--- config.mk ---
export PLATFORM = sky130hd
export DESIGN_NAME = hash2qid_regs
export DESIGN_NICKNAME = d
export VERILOG_FILES = /design/src/hw/hash2qid_pkg.sv /design/src/hw/hash2qid_regs.sv
export SDC_FILE = /design/constraint.sdc
export NUM_CORES = 1
export LEC_CHECK = 0
export ABC_AREA = 1
export ABC_CLOCK_PERIOD_IN_PS = 1500
export BUFFER_PORTS_ARGS = -buffer_cell sky130_fd_sc_hd__clkbuf_2
export CAP_MARGIN = 15
export CORE_MARGIN = 2
export CORE_UTILIZATION = 49
export CTS_BUF_LIST = sky130_fd_sc_hd__clkbuf_4 sky130_fd_sc_hd__clkbuf_8
export CTS_CLUSTER_DIAMETER = 200
export DETAILED_ROUTE_END_ITERATION = 10
export GPL_TIMING_DRIVEN = 0
export PLACE_DENSITY = 0.87
export SLEW_MARGIN = 5
export SYNTH_ARGS = -nofsm -noshare
export SYNTH_HDL_FRONTEND = slang
export SYNTH_SLANG_ARGS = --single-unit
--- constraint.sdc ---
create_clock -name core_clk -period 1.5 [get_ports core_clk]
set_input_delay 0.15 -clock core_clk [delete_from_list [all_inputs] [get_ports core_clk]]
set_output_delay 0.15 -clock core_clk [all_outputs]
set_load 0.1 [all_outputs]
--- src/hw/hash2qid_pkg.sv ---
package hash2qid_pkg;

    // ==============================
    // Sizes
    // ==============================
    localparam int num_tables   = 4;
    localparam int table_depth  = 128;
    localparam int qid_wid      = 12;
    localparam int tbl_sel_wid  = $clog2(num_tables);
    localparam int tbl_idx_wid  = $clog2(table_depth);
    localparam int tbl_addr_wid = tbl_sel_wid + tbl_idx_wid;
    localparam int wb_adr_wid   = 10;
    localparam int wb_dat_wid   = 32;

    // Address space select in the top bit of the bus address
    localparam logic space_regs   = 1'b0;
    localparam logic space_tables = 1'b1;

    // ==============================
    // Stream metadata
    // ==============================
    typedef logic [1:0] port_t;

    typedef struct packed {
        logic               last;
        port_t              tid;
        port_t              tdest;
        logic               rss_enable;
        logic [qid_wid-1:0] rss_entropy;
    } stream_meta_t;

    // ==============================
    // Wishbone bundles
    // ==============================
    typedef struct packed {
        logic                  cyc;
        logic                  stb;
        logic                  we;
        logic [wb_adr_wid-1:0] adr;
        logic [wb_dat_wid-1:0] dat;
    } wb_req_t;

    typedef struct packed {
        logic                  ack;
        logic [wb_dat_wid-1:0] dat;
    } wb_rsp_t;

    // Two decodings of the same 10-bit address
    typedef struct packed {
        logic                   space;
        logic [6:0]             unused;
        logic [tbl_sel_wid-1:0] sel;
    } wb_reg_addr_t;

    typedef struct packed {
        logic                   space;
        logic [tbl_sel_wid-1:0] tbl;
        logic [tbl_idx_wid-1:0] idx;
    } wb_tbl_addr_t;

    typedef union packed {
        wb_reg_addr_t reg_view;
        wb_tbl_addr_t tbl_view;
    } wb_addr_u;

endpackage

--- src/hw/hash2qid_regs.sv ---
module hash2qid_regs (
    input  logic                                       core_clk,
    input  logic                                       arst_n,
    input  hash2qid_pkg::wb_req_t                      wb_req,
    output hash2qid_pkg::wb_rsp_t                      wb_rsp,
    output logic                                       wr_en,
    output logic [hash2qid_pkg::tbl_addr_wid-1:0]      wr_addr,
    output logic [hash2qid_pkg::qid_wid-1:0]           wr_data,
    output logic [hash2qid_pkg::num_tables-1:0][hash2qid_pkg::qid_wid-1:0] base_qid
);

    // ==============================
    // Address decode
    // ==============================
    hash2qid_pkg::wb_addr_u addr;

    logic                                 req;
    logic                                 acc;
    logic                                 ack_q;
    logic                                 reg_wr;
    logic [hash2qid_pkg::wb_dat_wid-1:0]  rd_dat_q;
    logic [hash2qid_pkg::wb_dat_wid-1:0]  rd_dat_nxt;

    assign addr = wb_req.adr;

    // New access seen outside the ack cycle so ack is a single pulse
    assign req = wb_req.cyc & wb_req.stb & ~ack_q;

    // Cycle in which the access completes
    assign acc = ack_q & wb_req.cyc & wb_req.stb;

    // ==============================
    // Handshake
    // ==============================
    always_ff @(posedge core_clk or negedge arst_n) begin
        if (!arst_n) begin
            ack_q <= 1'b0;
        end else begin
            ack_q <= req;
        end
    end

    // Read mux
    always_comb begin
        rd_dat_nxt = '0;
        if (!wb_req.we && addr.reg_view.space == hash2qid_pkg::space_regs) begin
            rd_dat_nxt[hash2qid_pkg::qid_wid-1:0] = base_qid[addr.reg_view.sel];
        end
    end

    always_ff @(posedge core_clk) begin
        if (req) begin
            rd_dat_q <= rd_dat_nxt;
        end
    end

    assign wb_rsp.ack = ack_q;
    assign wb_rsp.dat = rd_dat_q;

    // ==============================
    // Base queue registers
    // ==============================
    assign reg_wr = acc & wb_req.we &
                    (addr.reg_view.space == hash2qid_pkg::space_regs);

    always_ff @(posedge core_clk or negedge arst_n) begin
        if (!arst_n) begin
            base_qid <= '0;
        end else if (reg_wr) begin
            base_qid[addr.reg_view.sel] <= wb_req.dat[hash2qid_pkg::qid_wid-1:0];
        end
    end

    // ==============================
    // Table write port
    // ==============================
    // Strobe lines up with the ack pulse
    assign wr_en   = acc & wb_req.we &
                     (addr.tbl_view.space == hash2qid_pkg::space_tables);
    assign wr_addr = {addr.tbl_view.tbl, addr.tbl_view.idx};
    assign wr_data = wb_req.dat[hash2qid_pkg::qid_wid-1:0];

endmodule

* Word level (Yosys, flattened, before mapping)
Index checks and enable logic that the tools add are counted.
** Operators by class
- Bitwise operators :: 9
- Order comparisons :: 2
- Muxes and demuxes :: 5
- Reduce and logical (&&, ||, !) cells :: 3
** Operators by type and width (number)
- bitwise mux 48 bit :: 1
- binary-select mux 12 bit (select 2 bit) :: 1
- demux 12 bit (select 2 bit) :: 1
- 2-to-1 mux 12 bit :: 2
- bitwise AND 1 bit :: 7
- < comparator 2 x 3 -> 1 bit (second input constant) :: 1
- greater-or-equal comparator 2 x 1 -> 1 bit (second input constant) :: 1
- logical AND 1 bit :: 2
- NOT 1 bit :: 2
- logical NOT 1 bit :: 1
** Word-level totals
- Output and inout bits :: 103
- Register bits :: 61
- Input bits :: 47
- Logic and storage cells :: 25

* Longest topological paths before layout
- Word-level depth :: 5
- Mapped depth :: 7

* Worst setup path after synthesis
No wires, ideal clock.
- Kind :: register to output
- Start point :: register ack_q
- End point :: output port wr_en
- Path slack :: -1.147 ns
- Data arrival time :: 2.497 ns
- Cell stages (with the launch flop) :: 3
- Data required time :: 1.350 ns
- Buffers on the path :: 0
- Path through :: dfrtp_1 nand2_2 nor3_1
** On the way
- Word-level cells in the longest chain between the ends :: 4
** RTL lines
- from (decl) :: line hash2qid_regs.sv:19 : logic ack_q;
- from (signal assigned) :: line hash2qid_regs.sv:39 : ack_q <= req;
- bitwise AND 1 bit (2 in a row) :: line hash2qid_regs.sv:30 : assign acc = ack_q & wb_req.cyc & wb_req.stb;
- bitwise AND 1 bit (2 in a row) :: line hash2qid_regs.sv:78 : assign wr_en = acc & wb_req.we &
- to (decl) :: line hash2qid_regs.sv:6 : output logic wr_en,
No other way between the ends.

* Worst setup path after layout
- Start point :: register ack_q
- End point :: output port wb_rsp[32] in the netlist's numbering
** RTL lines
- to (decl) :: line hash2qid_regs.sv:5 : output hash2qid_pkg::wb_rsp_t wb_rsp,
No word-level cell between the ends.

==> impl_metrics.json <==
{
  "status": "finished clean",
  "grt_pass1_wl_um": 14330,
  "mostFrequentLayoutCell": "nand2_1",
  "fin_crit_ps": 1454,
  "layout.nets": 569,
  "die-area_sq_um": 7417,
  "wl_met1_um": 3492,
  "area_delta_synth_final_pct": 28.28,
  "worstSetupEndpointType": "output port",
  "worst_pin_slew_ps": 604.8,
  "cts_made_buffers": 9,
  "intPower_mw": 2.990,
  "fillCellCount": 520,
  "h-tree-depth": 3,
  "final.setup.tns_ps": 0,
  "pwr-share-clk_pct": 30.0,
  "num_antenna_cells": 0,
  "clock_path_buffers": 2,
  "post_cts_buffers": 0,
  "combPwrFrac_pct": 34.2,
  "coreArea_sq_um": 6422,
  "port_buffers": 100,
  "synth_top_area_cell": "dfrtp_1",
  "final_cells": 604,
  "slew_viol_final": 0,
  "swShare_pct": 43.42,
  "irDropWorstVdd_mv": 0.5716,
  "required_ps": 1350,
  "drt-initial-drc-count": 252,
  "cts_tree": "built",
  "max_stage_delay_ps": 440,
  "crit_chain": "buf_4, clkbuf_2",
  "postRouteAntennaNets": 0,
  "path_max_fanout": 3,
  "synthTopCellsByArea": "dfrtp_1 (37%), nand2_1 (15%), edfxtp_1 (11%)",
  "remaining_drc_errors": 0,
  "synth_cell_types": 18,
  "antenna_found_initial": 0,
  "routedWlPerCell_um": 15.26,
  "avgSynthCellArea_sq_um": 8.473,
  "syn_area_sq_um": 3304,
  "fin_util_pct": 66.00,
  "cts.sinks": 61,
  "p_per_area_nw_per_um2": 1247,
  "overflow": 0,
  "fp-row-count": 29,
  "final_cell_mix": "nand2_1 (133), clkbuf_2 (98), dfrtp_1 (49)",
  "grt_pass1_vias": 2923,
  "cts_root_buf": "clkbuf_8",
  "highest_layer": "met4",
  "drive_gt1_share_pct": 37.95,
  "clkTransAtPathRegs_ps": 70,
  "hold_violations": 0,
  "hold_class": "in2reg",
  "viasPerCell": 5.412,
  "firstDrtPassIters": 5,
  "netlist.area_leader.share_pct": 37.11,
  "dr_total_vias": 3269,
  "p_switching_mw": 2.295,
  "ys_ff_latch": 61,
  "grt_setup_unrepaired": "no",
  "maxCapViolCount": 0,
  "crit_slowest_cell": "clkbuf_2",
  "grt_usage_pct": 25.14,
  "hold_ws_ps": 114.1,
  "wl_um": 9218,
  "clk_latency_ps": 350,
  "clock-skew-final_ps": 5.306,
  "dp_cells": 586,
  "crit_type": "reg2out",
  "met2_length_um": 4425,
  "synthCells": 390,
  "pwr-share-seq_pct": 35.7,
  "dp_hpwl_um": 6859,
  "min_period_over_period_pct": 96.92,
  "fp.dieH_um": 86.12,
  "synth_warnings": 0,
  "grt_max_degree": 50,
  "met3_length_um": 1059,
  "setup_viol": 0,
  "critical_path_arrival_ps": 1300,
  "leakagePower_nw": 2.441,
  "ys_seq_area_share_pct": 48.01,
  "start_util_pct": 51.45,
  "ios": 150,
  "gp_congestion": 0.8805,
  "critPathLaunchType": "register",
  "max_freq_mhz": 687.8,
  "die_w_um": 86.12,
  "slew_headroom_pct": 59.64
}
==> logic make-up (layout without fill, tap and decap cells) <==
group                  after synthesis  count (layout)  share of synthesized area (%)
buffers and inverters               74             192                          15.71
and+or+nand+nor                    254             254                          36.16
DFF                                 61              61                          48.01
other                                1              20                         0.1135
==> layer usage <==
metal | vias to the layer above | track usage [%]
li1 | 1509 | -
met1 | 1513 | 32.65
met2 | 222 | 40.17
met3 | 25 | 6.064
met4 | 0 | 10.82
met5 | - | 0
==> area by class of cell <==
type	instances	area (sq um)	area share [%]
sequential	61	1587	37.43
multi-input combinational	274	1284	30.28
timing repair buffer	102	539.3	12.72
buffer	70	504.2	11.89
clock buffer	9	123.9	2.922
tap	77	96.34	2.273
clock inverter	7	90.09	2.125
inverter	4	15.01	0.3542
==> registers in the layout, indices dropped and copies added, names as in the netlist <==
name      cells
base_qid     48
rd_dat_q     12
ack_q         1
==> critical path: cells and delay by family, from the launching register on <==
| family | cells | cell delay (ps) |
|---|---|---|
| flip-flops | 1 | 390 |
| buffers and inverters | 2 | 560 |
==> metrics by stage <==
step                area (sq um)  power, mW  worst slack, ps
global route                4239      5.433            7.566
floorplan                   3387      3.415            103.1
detailed placement          3984      3.708           -43.49
finish                      4239      5.285            46.17
global placement            3984      3.683           0.5375
CTS                         4209      5.269            35.30
==> synth_stat cells (all sizes together) <==
master	instances
nor2	29
nand2	135
clkbuf	2
or2	1
nand3	40
dfrtp	49
edfxtp	12
nor3	1
buf	68
inv	4
nand4	48
conb	1
==> repair_timing <==
| action | CTS | global route |
|---|---|---|
| setup endpoints to repair | 13 | 0 |
| hold buffers | 0 | 1 |
| resized for setup | 3 | 0 |
| hold endpoints to repair | 0 | 9 |
==> final timing paths <==
| check | cells after the start | endpoint | slack (ps) | from |
|---|---|---|---|---|
| min in group asynchronous | 2 | base_qid[47] | 220 | arst_n |
| min | 3 | base_qid[35] | 110 | wb_req[11] |
| max in group asynchronous | 3 | base_qid[25] | 800 | arst_n |
| max | 2 | wb_rsp[32] | 50 | ack_q |
| min reg2reg | 2 | base_qid[36] | 510 | base_qid[36] |
| max reg2reg | 6 | base_qid[7] | 200 | ack_q |
==> power by group through the flow <==
stage	clock network [mW]	registers (mW)	logic [mW]
2_1_floorplan	0	2.65	0.762
5_1_grt	1.66	1.90	1.87
3_3_place_gp	0	1.91	1.77
3_5_place_dp	0	1.92	1.79
6_report	1.59	1.89	1.81
4_1_cts	1.59	1.89	1.80
No activity file was read; power rests on OpenSTA's default activity.
