<file path="config.mk">
export PLATFORM = sky130hd
export DESIGN_NAME = hash2qid_pipe
export DESIGN_NICKNAME = d
export VERILOG_FILES = /design/src/hw/hash2qid_pkg.sv /design/src/hw/hash2qid_pipe.sv
export SDC_FILE = /design/constraint.sdc
export NUM_CORES = 1
export LEC_CHECK = 0
export BUFFER_PORTS_ARGS = -buffer_cell sky130_fd_sc_hd__buf_4
export CORE_AREA = 5 5 438 440
export DETAILED_ROUTE_END_ITERATION = 6
export DIE_AREA = 0 0 443 445
export SYNTH_ARGS = -nofsm -noshare
export SYNTH_HDL_FRONTEND = slang
export SYNTH_SLANG_ARGS = --single-unit
</file>
<file path="constraint.sdc">
create_clock -name core_clk -period 12.4 [get_ports core_clk]
set_clock_uncertainty 0.2 [all_clocks]
set_input_delay 0.62 -clock core_clk [delete_from_list [all_inputs] [get_ports core_clk]]
set_output_delay 0.62 -clock core_clk [all_outputs]
set_load 0.03 [all_outputs]
</file>
<file path="src/hw/hash2qid_pkg.sv">
package hash2qid_pkg;

    // ==============================
    // Sizes
    // ==============================
    localparam int num_tables   = 4;
    localparam int table_depth  = 128;
    localparam int qid_wid      = 12;
    localparam int tbl_sel_wid  = $clog2(num_tables);
    localparam int tbl_idx_wid  = $clog2(table_depth);
    localparam int tbl_addr_wid = tbl_sel_wid + tbl_idx_wid;
    localparam int wb_adr_wid   = 10;
    localparam int wb_dat_wid   = 32;

    // Address space select in the top bit of the bus address
    localparam logic space_regs   = 1'b0;
    localparam logic space_tables = 1'b1;

    // ==============================
    // Stream metadata
    // ==============================
    typedef logic [1:0] port_t;

    typedef struct packed {
        logic               last;
        port_t              tid;
        port_t              tdest;
        logic               rss_enable;
        logic [qid_wid-1:0] rss_entropy;
    } stream_meta_t;

    // ==============================
    // Wishbone bundles
    // ==============================
    typedef struct packed {
        logic                  cyc;
        logic                  stb;
        logic                  we;
        logic [wb_adr_wid-1:0] adr;
        logic [wb_dat_wid-1:0] dat;
    } wb_req_t;

    typedef struct packed {
        logic                  ack;
        logic [wb_dat_wid-1:0] dat;
    } wb_rsp_t;

    // Two decodings of the same 10-bit address
    typedef struct packed {
        logic                   space;
        logic [6:0]             unused;
        logic [tbl_sel_wid-1:0] sel;
    } wb_reg_addr_t;

    typedef struct packed {
        logic                   space;
        logic [tbl_sel_wid-1:0] tbl;
        logic [tbl_idx_wid-1:0] idx;
    } wb_tbl_addr_t;

    typedef union packed {
        wb_reg_addr_t reg_view;
        wb_tbl_addr_t tbl_view;
    } wb_addr_u;

endpackage

</file>
<file path="src/hw/hash2qid_pipe.sv">
module hash2qid_pipe #(
    parameter int data_byte_wid = 64
) (
    input  logic                                  core_clk,
    input  logic                                  arst_n,

    // Input stream
    input  logic                                  in_valid,
    output logic                                  in_ready,
    input  logic [data_byte_wid*8-1:0]            in_data,
    input  hash2qid_pkg::stream_meta_t            in_meta,

    // Output stream
    output logic                                  out_valid,
    input  logic                                  out_ready,
    output logic [data_byte_wid*8-1:0]            out_data,
    output hash2qid_pkg::stream_meta_t            out_meta,

    // Table memory
    output logic                                  rd_en,
    output logic [hash2qid_pkg::tbl_addr_wid-1:0] rd_addr,
    input  logic [hash2qid_pkg::qid_wid-1:0]      rd_data,

    // Base queue per function
    input  logic [hash2qid_pkg::num_tables-1:0][hash2qid_pkg::qid_wid-1:0] base_qid
);

    logic                              a_valid;
    logic [data_byte_wid*8-1:0]        a_data;
    hash2qid_pkg::stream_meta_t        a_meta;
    logic                              b_valid;
    logic [data_byte_wid*8-1:0]        b_data;
    hash2qid_pkg::stream_meta_t        b_meta;
    logic                              b_adv;
    logic                              in_xfer;
    logic [hash2qid_pkg::qid_wid-1:0]  a_base;
    logic [hash2qid_pkg::qid_wid-1:0]  a_offset;
    hash2qid_pkg::stream_meta_t        a_meta_qid;

    // ==============================
    // Flow control
    // ==============================
    assign b_adv    = ~b_valid | out_ready;
    assign in_ready = ~a_valid | b_adv;
    assign in_xfer  = in_valid & in_ready;

    // ==============================
    // Stage A
    // ==============================
    // Table read issued with the accepted beat
    // entropy[11:10] picks the function and entropy[6:0] the entry
    assign rd_en   = in_xfer;
    assign rd_addr = {in_meta.rss_entropy[11:10], in_meta.rss_entropy[6:0]};

    always_ff @(posedge core_clk or negedge arst_n) begin
        if (!arst_n) begin
            a_valid <= 1'b0;
        end else if (in_ready) begin
            a_valid <= in_valid;
        end
    end

    always_ff @(posedge core_clk) begin
        if (in_xfer) begin
            a_data <= in_data;
            a_meta <= in_meta;
        end
    end

    // Queue ID wraps at 12 bits
    assign a_base   = base_qid[a_meta.rss_entropy[11:10]];
    assign a_offset = a_meta.rss_enable ? rd_data : '0;

    always_comb begin
        a_meta_qid             = a_meta;
        a_meta_qid.rss_entropy = a_base + a_offset;
        a_meta_qid.rss_enable  = 1'b1;
    end

    // ==============================
    // Stage B
    // ==============================
    always_ff @(posedge core_clk or negedge arst_n) begin
        if (!arst_n) begin
            b_valid <= 1'b0;
        end else if (b_adv) begin
            b_valid <= a_valid;
        end
    end

    always_ff @(posedge core_clk) begin
        if (b_adv && a_valid) begin
            b_data <= a_data;
            b_meta <= a_meta_qid;
        end
    end

    assign out_valid = b_valid;
    assign out_data  = b_data;
    assign out_meta  = b_meta;

endmodule

</file>
* Word-level counts from Yosys, hierarchy flattened
Cells that the tools add are included.
Widths: inputs -> output; s select.
** Operators by class
- Add/sub/neg operators :: 1
- Multiply operators :: 0
- Div/mod/pow operators :: 0
- $lt $le $gt $ge :: 1
- Eq/ne operators :: 0
- Shift operators :: 0
- Mux-type cells :: 3
- Bitwise gates (word level) :: 5
- Reduce and logical (&&, ||, !) cells :: 1
** Operators by type and width (number)
- $bmux 12 s2 :: 1
- $mux 12 :: 2
- $add 12x12->12 :: 1
- $lt 2x3->1 const B :: 1
- $not 1->1 :: 2
- $or 1x1->1 :: 2
- $and 1x1->1 :: 1
- $logic_and 1x1->1 :: 1
** Word-level totals
- Bits in registers :: 1061
- Latch bits :: 0
- Bits in writable memories :: 0
- ROM bits :: 0
- Bits of input ports :: 594
- Output and inout port bits :: 542
- Word-level logic and storage cells :: 24
- Memories :: 0

* Logic depth before layout (Yosys ltp)
- Word-level depth :: 4
- Depth in mapped cells :: 8
- Gate-level depth less buffers :: 8

* Worst setup path after synthesis
No wires, ideal clock.
- Path type :: input-to-reg
- Start :: input port out_ready
- End :: register a_data[0] (enable)
- Library setup time :: 960 ps
- Data arrival time :: 12906 ps
- Required time :: 11240 ps
- Setup slack :: -1666 ps
- Stages on the path :: 2
- Path through :: nand3b_1 > and2_1
** On the way
- Word-level cells in the longest chain between the ends :: 3
** RTL lines
- from (decl) :: line hash2qid_pipe.sv:15 : input logic out_ready,
- $or 1x1->1 :: line hash2qid_pipe.sv:43 : assign b_adv = ~b_valid | out_ready;
- $or 1x1->1 :: line hash2qid_pipe.sv:44 : assign in_ready = ~a_valid | b_adv;
- $and 1x1->1 :: line hash2qid_pipe.sv:45 : assign in_xfer = in_valid & in_ready;
- via rd_en :: line hash2qid_pipe.sv:20 : output logic rd_en,
- to (signal assigned) :: line hash2qid_pipe.sv:65 : a_data <= in_data;
- to (decl) :: line hash2qid_pipe.sv:29 : logic [data_byte_wid*8-1:0] a_data;
The timed path passes the listed nets, and every way through them passes these cells.
A chain may end at the register's enable or synchronous reset.

* Worst setup path after layout
- Start :: input port out_ready
- End :: output port rd_en
** On the way
- Word-level cells in the longest chain between the ends :: 3
** RTL lines (line)
- $or 1x1->1 :: hash2qid_pipe.sv:43
- $or 1x1->1 :: hash2qid_pipe.sv:44
- $and 1x1->1 :: hash2qid_pipe.sv:45
- to (decl) :: hash2qid_pipe.sv:20
No other way between the ends.

==> out/qor.csv <==
metric,value,unit
clock sink total,1051,
Post-Route Setup TNS,0,ns
RSZ-0062 raised after global routing,no,
Yosys reg bits,1051,
Remaining DRCs,0,
GRT Total Usage,12.0,%
Initial Util,17.4,%
io pins,1136,
DP Cell Count,4766,
Synth Instances,1151,
yosys warns,0,
hold slack,0.123,ns
H-tree depth,3,
most common cell in the netlist,edfxtp_1,
Overflow after GRT,0,
Worst-path clk slew,0.05,ns
port buffer count,1117,
min cycle time layout,4.02,ns
post-DR wirelength/cell,22.5,microns
first-pass GRT wire length,163,mm
drt total wl,124,mm
PwrDens,163,nW/um^2
Core Area,187000,sq um
syn nets,1757,
Logic pwr share,11.6,%
1st-pass router iterations,5,
dominant cells by area after synthesis,"edfxtp_1 97%, mux4_2 0.83%, ha_1 0.42%",
final setup violation count,0,
"Seq/Total Area, Yosys",97.1,%
pin count of the biggest net entering global routing,76,
flop2flop setup slack,8.78,ns
synth unique cells,29,
DR iter-0 viols,1486,
CP max FO,42,
Clock Power Share,38.1,%
CP Capture Type,output port,
asr flop ratio synth,0.190,%
cells on worst reg2reg path,8,
Slew Limit Headroom,30.0,%
Crit path required time,11.58,ns
"EDFF count, synth",1049,
"Arr. time, crit path",3.20,ns
Cell Int Power,0.00647,W
final cell count without fillers,5509,
sw frac,25.0,%
maxcap violations,0,
switching power,0.00216,W
top-area cell type share of the netlist area,96.9,%
worst vdd ir,133,uV
final weighted congestion in routability-driven placement,0.964,
HPWL Detailed,93.0,mm
Worst-Margin Slew,1.05,ns
Die Area,197000,sq um
via count,19000,
status,completed,
critical path class,in2out,
die height,445,microns
Routed Antenna Nets,0,
Syn Area/Cell,28.2,sq um
Slew Limit Fails,0,
vias per std cell,3.45,
"Hold Vio Cnt, Final",0,
synthesis-to-layout area growth,62.8,%
Worst R2R End,out_meta[10],
fmax,249,MHz
P_leak,19.8,nW
Clock Path Buffers,3,
CP Launch Type,input pin,
type of the most critical hold path,in2reg,
"Top FF cell, synth",edfxtp_1,
number of global-route vias before repair,19900,
final period utilization,32.4,%
initial antenna violation count,44,
Rows,159,
CTS root buf,clkbuf_16,
Synth top cells by count,"1,049 x edfxtp_1, 13 x and2_1, 12 x mux4_2",
register share of total power,50.2,%
Setup Buffers After CTS,0,
Die Wd,443,microns
total power,0.00862,W
Critical R2R Launch,a_meta[10],
share of layout cells above drive strength 1,43.7,%
critical path startpoint,out_ready,
Clock Latency Late Sink,0.73,ns
largest area contributor in the netlist,edfxtp_1,
TritonCTS buffer count,110,
Worst Setup EP,rd_en,
synthesized area,32500,sq um
Final #Nets,3514,
CTS tree,yes,
-- metal layers --
metal	global-route usage (%)	wire (microns)	vias up
met5	0	75	-
met3	4.80	12800	206
li1	-	-	8249
met2	20.6	63200	989
met4	4.09	3550	12
met1	13.5	44200	9554
-- flip-flops by register name, summed over array words and instances, names as in the netlist --
name,flops
a_data,512
out_data,512
out_meta,17
a_meta,8
a_valid,1
out_valid,1
-- worst min-delay path by stage --
stage | start | to | slack (ns) | cells after the start
4_1_cts | rd_data[0] | out_meta[0] | 0.007 | 3
2_1_floorplan | arst_n | a_valid | 0.12 | 0
5_1_grt | rd_data[0] | out_meta[0] | 0.05 | 3
3_5_place_dp | arst_n | a_valid | 0.20 | 1
3_3_place_gp | arst_n | a_valid | 0.20 | 1
6_report | rd_data[0] | out_meta[0] | 0.12 | 3
-- cells in the final DEF (no fill, tap or decap), types with 6 or more instances in the layout --
cell type and instances:
buf_4 1133, edfxtp_1 1049, dlygate4sd3_1 525, clkbuf_16 110, clkinv_1 25, clkbuf_1 18
clkinv_2 17, diode_2 15, mux4_2 12, and2_1 11, ha_1 11, a21oi_1 9
xnor2_1 9, bufinv_16 9, inv_6 8, clkinvlp_4 6
-- area by class of cell --
class                           count  area (sq um)
Fill cell                       18300        134000
Clock buffer                      128          2820
Clock inverter                     75           738
Multi-Input combinational cell     85           856
Inverter                            2          7.51
Timing Repair Buffer             1658         13800
Antenna cell                       15          37.5
Tap cell                         2495          3120
Sequential cell                  1051         31600
-- power groups by stage --
stage          registers [W]  logic, W  clock network [W]
2_1_floorplan        0.00469  0.000126                  0
3_3_place_gp         0.00440  0.000856                  0
3_5_place_dp         0.00440  0.000860                  0
4_1_cts              0.00433   0.00102            0.00339
5_1_grt              0.00435   0.00105            0.00353
6_report             0.00433   0.00100            0.00329
-- kinds of logic (layout without fill, tap and decap cells) --
family	Yosys count	in the layout	share of synthesized area, %
DFF	1051	1051	97.1
adders and majority gates	12	12	0.485
other	1	16	0.0115
buffers and inverters	15	1863	0.293
xor gates and xnor gates	11	11	0.296
muxes	12	12	0.832
and+or+nand+nor	25	25	0.474
AOI/OAI and AO/OA	24	24	0.520
-- per-stage QoR --
step | worst slack [ns] | cell area, sq um | utilization, %
after global routing | 8.21 | 52900 | 28.2
after detailed placement | 8.38 | 44000 | 23.5
after CTS | 8.26 | 52900 | 28.2
after floorplan | 4.26 | 32500 | -
final | 8.38 | 52900 | 28.3
after global placement | 8.44 | 44000 | 23.5
-- worst max-delay path, cell delays in order --
cell	delay (ns)
dlygate4sd3_1	0.65
buf_4	0.15
nand3b_1	0.16
and2_4	0.63
buf_4	0.57
buf_4	0.27
-- repair_timing --
action	4_1_cts	5_1_grt
setup endpoints to repair	0	0
endpoints found under the hold margin	524	0
gates resized for setup	0	0
hold buffers	525	0
(Power assumes the default switching activity.)
